**src/source/ctrl_cfg.svh**
```systemverilog
// Control loop configuration
// Endpoint and port IDs of both ends, and the size of the register bank
// behind the responder

`ifndef CTRL_CFG_SVH
`define CTRL_CFG_SVH

// Network identity of the control master
`define CTRL_MASTER_EPID 16'h0001
`define CTRL_MASTER_PORT 10'd1

// Network identity of the responder endpoint
`define CTRL_RESP_EPID   16'h0002
`define CTRL_RESP_PORT   10'd2

// Register bank geometry
`define CTRL_REG_COUNT   16  // Number of 32-bit registers
`define CTRL_REG_AW      4   // Index width, wide enough for CTRL_REG_COUNT

`endif

```
**src/source/ctrl_pkg.sv**
```systemverilog
// Control network types
// Opcodes, status codes, the control-port request and response bundles,
// the stream beat and the three word layouts of a control packet

package ctrl_pkg;

  // ----------------------------------------
  // Encodings
  // ----------------------------------------
  typedef enum logic [3:0] {
    CTRL_OP_WRITE = 4'd1,
    CTRL_OP_READ  = 4'd2
  } ctrl_opcode_t;

  typedef enum logic [1:0] {
    CTRL_STS_OKAY    = 2'd0,
    CTRL_STS_CMDERR  = 2'd1,  // Bad command or address
    CTRL_STS_TSERR   = 2'd2,  // Timestamp problem
    CTRL_STS_WARNING = 2'd3
  } ctrl_status_t;

  // ----------------------------------------
  // Control-port side
  // ----------------------------------------
  typedef struct packed {
    logic        wr;         // Write strobe, one cycle
    logic        rd;         // Read strobe, one cycle
    logic [19:0] addr;
    logic [15:0] epid;       // Destination endpoint
    logic [9:0]  portid;     // Destination port
    logic [31:0] data;
    logic [3:0]  byte_en;
    logic        has_time;
    logic [63:0] timestamp;
  } ctrl_req_t;

  typedef struct packed {
    logic         ack;       // One-cycle pulse
    ctrl_status_t status;
    logic [31:0]  data;
  } ctrl_resp_t;

  // Stream beat, ready travels separately
  typedef struct packed {
    logic [31:0] tdata;
    logic        tlast;
    logic        tvalid;
  } ctrl_beat_t;

  // ----------------------------------------
  // Packet word layouts
  // ----------------------------------------
  typedef struct packed {
    logic        is_ack;
    logic        has_time;
    logic [3:0]  reserved;
    logic [9:0]  dst_port;
    logic [15:0] dst_epid;
  } ctrl_hdr_lo_t;

  typedef struct packed {
    logic [5:0]  seq_num;
    logic [15:0] src_epid;
    logic [9:0]  src_port;
  } ctrl_hdr_hi_t;

  typedef struct packed {
    ctrl_status_t status;
    logic [1:0]   reserved;
    ctrl_opcode_t opcode;
    logic [3:0]   byte_en;
    logic [19:0]  addr;
  } ctrl_op_word_t;

  // One stream word, meaning depends on its position in the packet
  typedef union packed {
    ctrl_hdr_lo_t  hdr_lo;
    ctrl_hdr_hi_t  hdr_hi;
    ctrl_op_word_t op;
    logic [31:0]   raw;
  } ctrl_word_u;

endpackage

```
**src/source/ctrl_reg_file.sv**
```systemverilog
// Control register bank
// CTRL_REG_COUNT words of 32 bits, cleared on reset.
// Byte-enabled writes, combinational read

`timescale 1ns/1ps

`include "ctrl_cfg.svh"

module ctrl_reg_file (
  input  logic                    clk,
  input  logic                    rst,
  input  logic                    we,
  input  logic [`CTRL_REG_AW-1:0] idx,
  input  logic [31:0]             wdata,
  input  logic [3:0]              be,
  output logic [31:0]             rdata
);

  logic [31:0] regs [`CTRL_REG_COUNT];

  // ----------------------------------------
  // Write port
  // ----------------------------------------
  always_ff @(posedge clk) begin
    if (rst) begin
      for (int i = 0; i < `CTRL_REG_COUNT; i++)
        regs[i] <= 32'h0;
    end else if (we && (int'(idx) < `CTRL_REG_COUNT)) begin
      for (int b = 0; b < 4; b++) begin
        if (be[b]) regs[idx][8*b +: 8] <= wdata[8*b +: 8];  // Only enabled lanes
      end
    end
  end

  // Read port, zero past the end of the bank
  assign rdata = (int'(idx) < `CTRL_REG_COUNT) ? regs[idx] : 32'h0;

endmodule

```
**src/source/ctrl_master.sv**
```systemverilog
// Control master
// Control-port slave that turns a read or write strobe into a request
// packet, then parses the response packet into a one-cycle acknowledge.
// Only one transaction is in flight and strobes are ignored while busy

`timescale 1ns/1ps

`include "ctrl_cfg.svh"

module ctrl_master (
  input  logic                 clk,
  input  logic                 rst,
  input  ctrl_pkg::ctrl_req_t  req,
  output ctrl_pkg::ctrl_resp_t resp,
  output ctrl_pkg::ctrl_beat_t req_beat,
  input  logic                 req_ready,
  input  ctrl_pkg::ctrl_beat_t resp_beat,
  output logic                 resp_ready
);
  import ctrl_pkg::*;

  typedef enum logic [3:0] {
    ST_IDLE,
    ST_REQ_HDR_LO,
    ST_REQ_HDR_HI,
    ST_REQ_TS_LO,
    ST_REQ_TS_HI,
    ST_REQ_OP,
    ST_REQ_DATA,
    ST_RESP_HDR_LO,
    ST_RESP_HDR_HI,
    ST_RESP_TS_LO,
    ST_RESP_TS_HI,
    ST_RESP_OP,
    ST_RESP_DATA,
    ST_SHORT_PKT    // Response ended early and acks with an error
  } state_t;

  state_t       state;
  logic [5:0]   seq_num;        // Bumped per finished transaction
  ctrl_req_t    req_q;          // Request cached in IDLE
  ctrl_opcode_t req_opcode;
  logic         resp_has_time;  // From response header low
  ctrl_status_t resp_status;    // From response op word
  ctrl_word_u   tx_word;        // Request word being offered
  ctrl_word_u   rx_word;        // Response word being received

  assign req_opcode   = req_q.wr ? CTRL_OP_WRITE : CTRL_OP_READ;
  assign rx_word.raw  = resp_beat.tdata;

  // ----------------------------------------
  // FSM
  // ----------------------------------------
  always_ff @(posedge clk) begin
    if (rst) begin
      state   <= ST_IDLE;
      seq_num <= 6'd0;
    end else begin
      case (state)
        ST_IDLE: if (req.wr || req.rd) state <= ST_REQ_HDR_LO;

        // Request words are held until accepted
        ST_REQ_HDR_LO: if (req_ready) state <= ST_REQ_HDR_HI;
        ST_REQ_HDR_HI: begin
          if (req_ready) state <= req_q.has_time ? ST_REQ_TS_LO : ST_REQ_OP;
        end
        ST_REQ_TS_LO:  if (req_ready) state <= ST_REQ_TS_HI;
        ST_REQ_TS_HI:  if (req_ready) state <= ST_REQ_OP;
        ST_REQ_OP:     if (req_ready) state <= ST_REQ_DATA;
        ST_REQ_DATA:   if (req_ready) state <= ST_RESP_HDR_LO;

        // A tlast before the response data word marks a short packet
        ST_RESP_HDR_LO: begin
          if (resp_beat.tvalid) state <= resp_beat.tlast ? ST_SHORT_PKT : ST_RESP_HDR_HI;
        end
        ST_RESP_HDR_HI: begin
          if (resp_beat.tvalid) begin
            if (resp_beat.tlast)
              state <= ST_SHORT_PKT;
            else
              state <= resp_has_time ? ST_RESP_TS_LO : ST_RESP_OP;
          end
        end
        ST_RESP_TS_LO: begin
          if (resp_beat.tvalid) state <= resp_beat.tlast ? ST_SHORT_PKT : ST_RESP_TS_HI;
        end
        ST_RESP_TS_HI: begin
          if (resp_beat.tvalid) state <= resp_beat.tlast ? ST_SHORT_PKT : ST_RESP_OP;
        end
        ST_RESP_OP: begin
          if (resp_beat.tvalid) state <= resp_beat.tlast ? ST_SHORT_PKT : ST_RESP_DATA;
        end
        ST_RESP_DATA: begin
          if (resp_beat.tvalid) begin
            state   <= ST_IDLE;
            seq_num <= seq_num + 6'd1;
          end
        end
        ST_SHORT_PKT: begin
          state   <= ST_IDLE;
          seq_num <= seq_num + 6'd1;  // Transaction is over either way
        end
        default: state <= ST_IDLE;
      endcase
    end
  end

  // Request and response field capture
  always_ff @(posedge clk) begin
    if (state == ST_IDLE && (req.wr || req.rd))
      req_q <= req;
    if (state == ST_RESP_HDR_LO && resp_beat.tvalid)
      resp_has_time <= rx_word.hdr_lo.has_time;
    if (state == ST_RESP_OP && resp_beat.tvalid)
      resp_status <= rx_word.op.status;
  end

  // ----------------------------------------
  // Request stream
  // ----------------------------------------
  always_comb begin
    tx_word         = '0;   // Reserved fields stay zero
    req_beat.tvalid = 1'b1;
    req_beat.tlast  = 1'b0;
    case (state)
      ST_REQ_HDR_LO: begin
        tx_word.hdr_lo.is_ack   = 1'b0;
        tx_word.hdr_lo.has_time = req_q.has_time;
        tx_word.hdr_lo.dst_port = req_q.portid;
        tx_word.hdr_lo.dst_epid = req_q.epid;
      end
      ST_REQ_HDR_HI: begin
        tx_word.hdr_hi.seq_num  = seq_num;
        tx_word.hdr_hi.src_epid = `CTRL_MASTER_EPID;
        tx_word.hdr_hi.src_port = `CTRL_MASTER_PORT;
      end
      ST_REQ_TS_LO: tx_word.raw = req_q.timestamp[31:0];
      ST_REQ_TS_HI: tx_word.raw = req_q.timestamp[63:32];
      ST_REQ_OP: begin
        tx_word.op.status  = CTRL_STS_OKAY;
        tx_word.op.opcode  = req_opcode;
        tx_word.op.byte_en = req_q.byte_en;
        tx_word.op.addr    = req_q.addr;
      end
      ST_REQ_DATA: begin
        tx_word.raw    = req_q.data;
        req_beat.tlast = 1'b1;  // Last word of the request
      end
      default: req_beat.tvalid = 1'b0;
    endcase
    req_beat.tdata = tx_word.raw;
  end

  // ----------------------------------------
  // Response stream and acknowledge
  // ----------------------------------------
  assign resp_ready = (state inside {ST_RESP_HDR_LO, ST_RESP_HDR_HI, ST_RESP_TS_LO,
                                     ST_RESP_TS_HI, ST_RESP_OP, ST_RESP_DATA});

  always_comb begin
    resp.ack    = (state == ST_RESP_DATA && resp_beat.tvalid) || (state == ST_SHORT_PKT);
    resp.status = (state == ST_SHORT_PKT) ? CTRL_STS_CMDERR : resp_status;
    resp.data   = (state == ST_SHORT_PKT) ? 32'h0 : resp_beat.tdata;  // Data word passes through
  end

endmodule

```
**src/source/ctrl_responder.sv**
```systemverilog
// Control responder endpoint
// Receives a request packet, runs it on the register bank and returns a
// response packet of the same layout. A packet for another endpoint gets
// a two-word header-only reply

`timescale 1ns/1ps

`include "ctrl_cfg.svh"

module ctrl_responder (
  input  logic                     clk,
  input  logic                     rst,
  input  ctrl_pkg::ctrl_beat_t     req_beat,
  output logic                     req_ready,
  output ctrl_pkg::ctrl_beat_t     resp_beat,
  input  logic                     resp_ready,
  output logic                     reg_we,
  output logic [`CTRL_REG_AW-1:0]  reg_idx,
  output logic [31:0]              reg_wdata,
  output logic [3:0]               reg_be,
  input  logic [31:0]              reg_rdata
);
  import ctrl_pkg::*;

  typedef enum logic [3:0] {
    ST_RX_HDR_LO, ST_RX_HDR_HI, ST_RX_TS_LO, ST_RX_TS_HI, ST_RX_OP, ST_RX_DATA,
    ST_EXEC,      // One cycle to run the command
    ST_TX_HDR_LO, ST_TX_HDR_HI, ST_TX_TS_LO, ST_TX_TS_HI, ST_TX_OP, ST_TX_DATA
  } state_t;

  state_t       state;
  ctrl_word_u   rx_word, tx_word;
  // Cached request fields
  logic         short_q;      // Wrong endpoint, reply with header only
  logic         has_time_q;
  logic [5:0]   seq_q;
  logic [15:0]  ret_epid_q;   // Requester's endpoint, our reply target
  logic [9:0]   ret_port_q;
  logic [63:0]  ts_q;
  ctrl_opcode_t opcode_q;
  logic [3:0]   be_q;
  logic [19:0]  addr_q;
  logic [31:0]  wdata_q;
  // Execution results
  logic         in_range;
  logic [31:0]  merged;       // Register value after a write
  ctrl_status_t status_q;
  logic [31:0]  result_q;

  assign rx_word.raw = req_beat.tdata;
  assign req_ready   = req_beat.tvalid && (state inside {ST_RX_HDR_LO, ST_RX_HDR_HI,
                       ST_RX_TS_LO, ST_RX_TS_HI, ST_RX_OP, ST_RX_DATA});

  // ----------------------------------------
  // FSM
  // ----------------------------------------
  always_ff @(posedge clk) begin
    if (rst) begin
      state <= ST_RX_HDR_LO;
    end else begin
      case (state)
        ST_RX_HDR_LO: if (req_ready) state <= ST_RX_HDR_HI;
        ST_RX_HDR_HI: if (req_ready) state <= has_time_q ? ST_RX_TS_LO : ST_RX_OP;
        ST_RX_TS_LO:  if (req_ready) state <= ST_RX_TS_HI;
        ST_RX_TS_HI:  if (req_ready) state <= ST_RX_OP;
        ST_RX_OP:     if (req_ready) state <= ST_RX_DATA;
        ST_RX_DATA:   if (req_ready) state <= ST_EXEC;
        ST_EXEC:      state <= ST_TX_HDR_LO;
        ST_TX_HDR_LO: if (resp_ready) state <= ST_TX_HDR_HI;
        ST_TX_HDR_HI: begin
          if (resp_ready) begin
            if (short_q) state <= ST_RX_HDR_LO;  // Short reply ends here
            else         state <= has_time_q ? ST_TX_TS_LO : ST_TX_OP;
          end
        end
        ST_TX_TS_LO:  if (resp_ready) state <= ST_TX_TS_HI;
        ST_TX_TS_HI:  if (resp_ready) state <= ST_TX_OP;
        ST_TX_OP:     if (resp_ready) state <= ST_TX_DATA;
        ST_TX_DATA:   if (resp_ready) state <= ST_RX_HDR_LO;
        default:      state <= ST_RX_HDR_LO;
      endcase
    end
  end

  // Field capture by packet position
  always_ff @(posedge clk) begin
    if (req_ready) begin
      case (state)
        ST_RX_HDR_LO: begin
          has_time_q <= rx_word.hdr_lo.has_time;
          short_q    <= (rx_word.hdr_lo.dst_epid != `CTRL_RESP_EPID);
        end
        ST_RX_HDR_HI: begin
          seq_q      <= rx_word.hdr_hi.seq_num;
          ret_epid_q <= rx_word.hdr_hi.src_epid;
          ret_port_q <= rx_word.hdr_hi.src_port;
        end
        ST_RX_TS_LO: ts_q[31:0]  <= rx_word.raw;
        ST_RX_TS_HI: ts_q[63:32] <= rx_word.raw;
        ST_RX_OP: begin
          opcode_q <= rx_word.op.opcode;
          be_q     <= rx_word.op.byte_en;
          addr_q   <= rx_word.op.addr;
        end
        ST_RX_DATA: wdata_q <= rx_word.raw;
        default: ;
      endcase
    end
    if (state == ST_EXEC) begin
      status_q <= in_range ? CTRL_STS_OKAY : CTRL_STS_CMDERR;
      if (!in_range)                   result_q <= 32'h0;
      else if (opcode_q == CTRL_OP_WRITE) result_q <= merged;
      else                             result_q <= reg_rdata;
    end
  end

  // ----------------------------------------
  // Execute
  // ----------------------------------------
  assign in_range = (addr_q < `CTRL_REG_COUNT);

  always_comb begin
    for (int b = 0; b < 4; b++)  // Lane by lane merge
      merged[8*b +: 8] = be_q[b] ? wdata_q[8*b +: 8] : reg_rdata[8*b +: 8];
  end

  assign reg_idx   = addr_q[`CTRL_REG_AW-1:0];
  assign reg_wdata = wdata_q;
  assign reg_be    = be_q;
  assign reg_we    = (state == ST_EXEC) && !short_q && in_range && (opcode_q == CTRL_OP_WRITE);

  // ----------------------------------------
  // Response stream
  // ----------------------------------------
  always_comb begin
    tx_word          = '0;
    resp_beat.tvalid = 1'b1;
    resp_beat.tlast  = 1'b0;
    case (state)
      ST_TX_HDR_LO: begin
        tx_word.hdr_lo.is_ack   = 1'b1;
        tx_word.hdr_lo.has_time = has_time_q;
        tx_word.hdr_lo.dst_port = ret_port_q;
        tx_word.hdr_lo.dst_epid = ret_epid_q;
      end
      ST_TX_HDR_HI: begin
        tx_word.hdr_hi.seq_num  = seq_q;   // Echoed
        tx_word.hdr_hi.src_epid = `CTRL_RESP_EPID;
        tx_word.hdr_hi.src_port = `CTRL_RESP_PORT;
        resp_beat.tlast         = short_q;
      end
      ST_TX_TS_LO: tx_word.raw = ts_q[31:0];
      ST_TX_TS_HI: tx_word.raw = ts_q[63:32];
      ST_TX_OP: begin
        tx_word.op.status  = status_q;
        tx_word.op.opcode  = opcode_q;
        tx_word.op.byte_en = be_q;
        tx_word.op.addr    = addr_q;
      end
      ST_TX_DATA: begin
        tx_word.raw     = result_q;
        resp_beat.tlast = 1'b1;
      end
      default: resp_beat.tvalid = 1'b0;
    endcase
    resp_beat.tdata = tx_word.raw;
  end

endmodule

```
**src/source/ctrl_loop_top.sv**
```systemverilog
// Control loop top level
// Control master sends requests to the responder endpoint, which runs
// them on the register bank and answers back to the master

`timescale 1ns/1ps

`include "ctrl_cfg.svh"

module ctrl_loop_top (
  input  logic                 clk,
  input  logic                 rst,
  input  ctrl_pkg::ctrl_req_t  req,
  output ctrl_pkg::ctrl_resp_t resp
);
  import ctrl_pkg::*;

  // Request and response streams
  ctrl_beat_t req_beat;
  logic       req_ready;
  ctrl_beat_t resp_beat;
  logic       resp_ready;

  // Register bank access
  logic                    reg_we;
  logic [`CTRL_REG_AW-1:0] reg_idx;
  logic [31:0]             reg_wdata;
  logic [3:0]              reg_be;
  logic [31:0]             reg_rdata;

  ctrl_master u_master (
    .clk, .rst, .req, .resp,
    .req_beat, .req_ready, .resp_beat, .resp_ready
  );

  ctrl_responder u_responder (
    .clk, .rst,
    .req_beat, .req_ready, .resp_beat, .resp_ready,
    .reg_we, .reg_idx, .reg_wdata, .reg_be, .reg_rdata
  );

  ctrl_reg_file u_regs (
    .clk, .rst,
    .we    (reg_we),
    .idx   (reg_idx),
    .wdata (reg_wdata),
    .be    (reg_be),
    .rdata (reg_rdata)
  );

endmodule

```
**config.mk**
```make
export PLATFORM = sky130hd
export DESIGN_NAME = ctrl_loop_top
export DESIGN_NICKNAME = d
export VERILOG_FILES = /design/src/source/ctrl_pkg.sv /design/src/source/ctrl_reg_file.sv /design/src/source/ctrl_master.sv /design/src/source/ctrl_responder.sv /design/src/source/ctrl_loop_top.sv
export VERILOG_INCLUDE_DIRS = /design/src /design/src/source
export SDC_FILE = /design/constraint.sdc
export NUM_CORES = 1
export LEC_CHECK = 0
export BUFFER_PORTS_ARGS = -buffer_cell sky130_fd_sc_hd__buf_4
export CAP_MARGIN = 5
export CORE_UTILIZATION = 50
export CTS_CLUSTER_SIZE = 12
export DETAILED_ROUTE_END_ITERATION = 10
export PLACE_DENSITY = 0.67
export SLEW_MARGIN = 5
export SYNTH_ARGS = -nofsm -noshare
export SYNTH_HDL_FRONTEND = slang
export SYNTH_SLANG_ARGS = --single-unit
export TNS_END_PERCENT = 100
```
**constraint.sdc**
```tcl
create_clock -name clk -period 22.7 [get_ports clk]
set_clock_uncertainty 0.05 [all_clocks]
set_input_delay 2.27 -clock clk [delete_from_list [all_inputs] [get_ports clk]]
set_output_delay 2.27 -clock clk [all_outputs]
set_load 0.05 [all_outputs]
```
==> results.txt <==
The flow ran to the end, and the final reports show no timing, DRC or antenna violations. The sequential-to-total area share from yosys stat was 0.719; the placed standard-cell area was 0.0384 mm2. The run gives 0.164 as the relative slew slack. In the routed design, unresolved DRC markers number 0.

The total track usage is 0.255, and the mean cell area of the mapped netlist is 15.0 um2. The detail route stage leaves a number of antenna-violating nets equal to 0. The post-place setup slack was 17,310 ps.

Setup violations remaining at the end of the flow were counted as 0. The fraction of layout instances using a drive strength above 1 came out at 0.205. From synthesis to final layout, the design area changed by 13.4%.

Along the worst path, the maximum fanout reaches 23. The number of nets in the synthesized netlist is 2,562. In the synthesized netlist the dominant register cell turns out to be edfxtp_1. After technology mapping, the gate count stands at 2,410. Once detailed placement completed, the half-perimeter wirelength came to 62,100 um.

The hold violation total from the final report was 0; the number of buffers added to fix hold violations after cts was 0. The routed design could run at a clock period as short as 5870 ps. The overall power of the completed layout came out at 3.57 mW. The critical path is of the reg2out type. The share of the clock period used by the worst path after layout works out to 0.259. After detailed routing, the average wire length per cell comes to 26.3 um. The number of synthesized flops with an enable pin is 854. The tool flagged a number of max-cap violations equal to 0. For this design the static power due to leakage is 13.5 nW. For the pin with the worst max-slew slack, the measured transition is 1250 ps. The logs give 0 for the buffers inserted during post-CTS setup optimization and 186 for the I/O pin total. The largest area contributor in the synthesized netlist is edfxtp_1. After routing the design area is 0.0410 mm2.

The total global routing overflow was 0; the required time of the critical path was 20,380 ps. The average via count per standard cell is 6.16, and the area of the multi-input gates is 0.00937 mm2. STA classifies the critical path startpoint as a flip-flop. Dividing total power by cell area gives a power density of 87.1 mW/mm2. The class of the tightest hold or removal check is reg2reg.

The worst-case IR drop observed on VDD is 0.0676 mV. The floorplan step defined a die boundary enclosing 0.0734 mm2. The run gives 2,842 as the detailed router's first-iteration violation count. After floorplanning, the core was divided into 98 placement rows.

In the final design database the tool counted 2,695 nets. At the worst endpoint, the arrival time is 3550 ps. No sink is reached through more buffers than the 3 on the longest clock path. The floorplan die height is 271 um.

The logs give 0.506 for the starting utilization of the core area and 93,400 um for the total wire length after detailed routing. The clock input transition at the sequential cells of the worst setup and hold paths works out to 60 ps. The worst setup path is captured at an output port.

The area inside the core boundary was 0.0715 mm2. The clock net in this run drives a total of 872 sinks. Setup repair after global routing left no endpoint under its margin.

For the number of antenna violations at the first check in global routing, the log shows 5. The worst hold path begins at u_master.seq_num[5]. In the post-synthesis netlist, the biggest area contributors are edfxtp_1, mux4_2, nor2_1, a22oi_1, nand2_1.

The number of CTS-inserted buffers came out at 88. At the later pin of the worst-skew pair, clock insertion delay measures 640 ps. The share of the synthesized area in the top cell type was 0.709. The count of vias placed by the detailed router is 21,900, and the width of the chip is 271 um. The number of max-slew violations in the final report was 0.

The wire length of the first global-routing pass is 138,000 um. The async set-or-reset flop fraction in the synthesized netlist came out at 0. The via count of the first global-routing pass was 21,500. The number of different library cells used by synthesis comes to 55.

The clock tree synthesis step divided the H-tree into 3 levels. Based on the critical path, the design can be clocked at up to 0.170 GHz. Entering global routing, the biggest net connects 84 pins.

TritonCTS built the clock tree. The congestion estimate from routability-driven global placement came to 0.902. For this run, the detailed router's first-pass iteration total came to 7. The worst setup slack after layout came out at 16,830 ps. Yosys printed 0 warnings.

Setup TNS after final layout: 0 ps. The post-synthesis register bit count is 872. The cell area that synthesis handed to floorplanning was 0.0362 mm2. The launch point of the worst path is u_responder.state[3].

The port buffer count works out to 185. Across the whole layout, storage elements account for 0.0260 mm2. The filler cells instantiated in the layout total 5,430.

The startpoint identified for the worst register-to-register timing path is u_responder.state[1]. The tree is rooted in a clkbuf_16. For the post-CTS resize count, the log shows 0.
==> cell type report <==
cell class,instances,area share
sequential,872,0.634
multi-input combinational,1335,0.228
clock buffer,123,0.0579
timing repair buffer,237,0.0434
tap,950,0.0290
clock inverter,23,0.00653
inverter,9,0.000823
antenna,1,0.0000610
==> cell families after synthesis <==
logic type / Yosys count / synth area share
adder cells (fa/ha/maj): 1 / 0.000346
buffers and inverters: 203 / 0.0235
multiplexers: 198 / 0.110
flip-flops: 872 / 0.719
XOR/XNOR: 5 / 0.00121
AND/OR/NAND/NOR: 841 / 0.0949
AO/OA/AOI/OAI: 290 / 0.0509
==> flip-flops by register name (all words and copies together), names as in the netlist, named ones only <==
name	count
u_responder.has_time_q	1
u_responder.reg_wdata	32
u_regs.regs	512
u_responder.seq_q	6
u_responder.opcode_q	4
u_master.seq_num	6
u_responder.result_q	32
u_responder.ts_q	64
u_master.req_q	148
u_responder.state	4
u_responder.addr_q	20
u_responder.ret_epid_q	16
u_responder.short_q	1
u_responder.status_q	1
u_master.resp_status	2
u_master.state	4
u_responder.ret_port_q	10
u_responder.reg_be	4
u_master.resp_has_time	1
==> worst max-delay path: stages (launching register included) <==
cell and delay (ps):
dfxtp_1 730, nand2_1 430, nor2_2 490, buf_4 380
a22oi_1 120, a31oi_1 470, buf_4 290
==> path summary, 6_finish.rpt <==
| path | depth (start not counted) | end | slack [ps] |
|---|---|---|---|
| max reg2reg | 5 | u_regs.regs[1][21] | 17670 |
| max | 6 | resp[19] | 16830 |
| min | 2 | u_master.seq_num[5] | 490 |
| min reg2reg | 2 | u_master.seq_num[5] | 490 |
==> cells in the mapped netlist, drive strengths merged (4+ instances only) <==
cell / n
and3: 4
nor2b: 6
a22oi: 81
nand2b: 8
nand4: 5
buf: 71
o22ai: 7
o211ai: 4
nand2: 155
clkbuf: 123
nand3: 55
a21oi: 59
inv: 9
and2: 5
xor2: 4
or3b: 4
nor2: 569
o21ai: 77
nor4: 9
nor3: 9
mux2: 6
a222oi: 6
mux2i: 32
a221oi: 6
mux4: 160
dfxtp: 18
edfxtp: 854
o221ai: 6
a31oi: 29
==> cells in the final DEF, fill, tap and decap left out, drive strengths merged, types with 5 or more instances in the layout <==
cell,instances
mux2,6
o221ai,6
a221oi,6
nor2,569
o22ai,7
a21oi,59
nand3,55
nor3,9
and2,5
dfxtp,18
nor2b,6
bufinv,6
o21ai,77
clkinv,13
a22oi,81
edfxtp,854
clkbuf,123
buf,237
mux4,160
mux2i,32
nand2,155
a31oi,29
a222oi,6
nand2b,8
nor4,9
inv,13
nand4,5
==> stage by stage <==
stage          hold WS (ps)  std cells   util
2_1_floorplan           430       2410      -
3_3_place_gp            452       3403  0.537
3_5_place_dp            465       3403  0.537
4_1_cts                 483       3549  0.574
5_1_grt                 513       3550  0.574
6_report                487       3550  0.574
==> per-layer routing <==
metal / track usage / share of wire / up-vias
li1: - / - / 9369
met1: 0.347 / 0.38 / 11100
met2: 0.414 / 0.49 / 1227
met3: 0.0525 / 0.091 / 190
met4: 0.0834 / 0.033 / 2
met5: 0 / 0.00013 / -
==> where the power goes <==
group	internal [mW]	switching, mW
sequential	1.87	0.0441
clock	0.792	0.584
combinational	0.107	0.170
No activity file was read; power rests on OpenSTA's default activity.
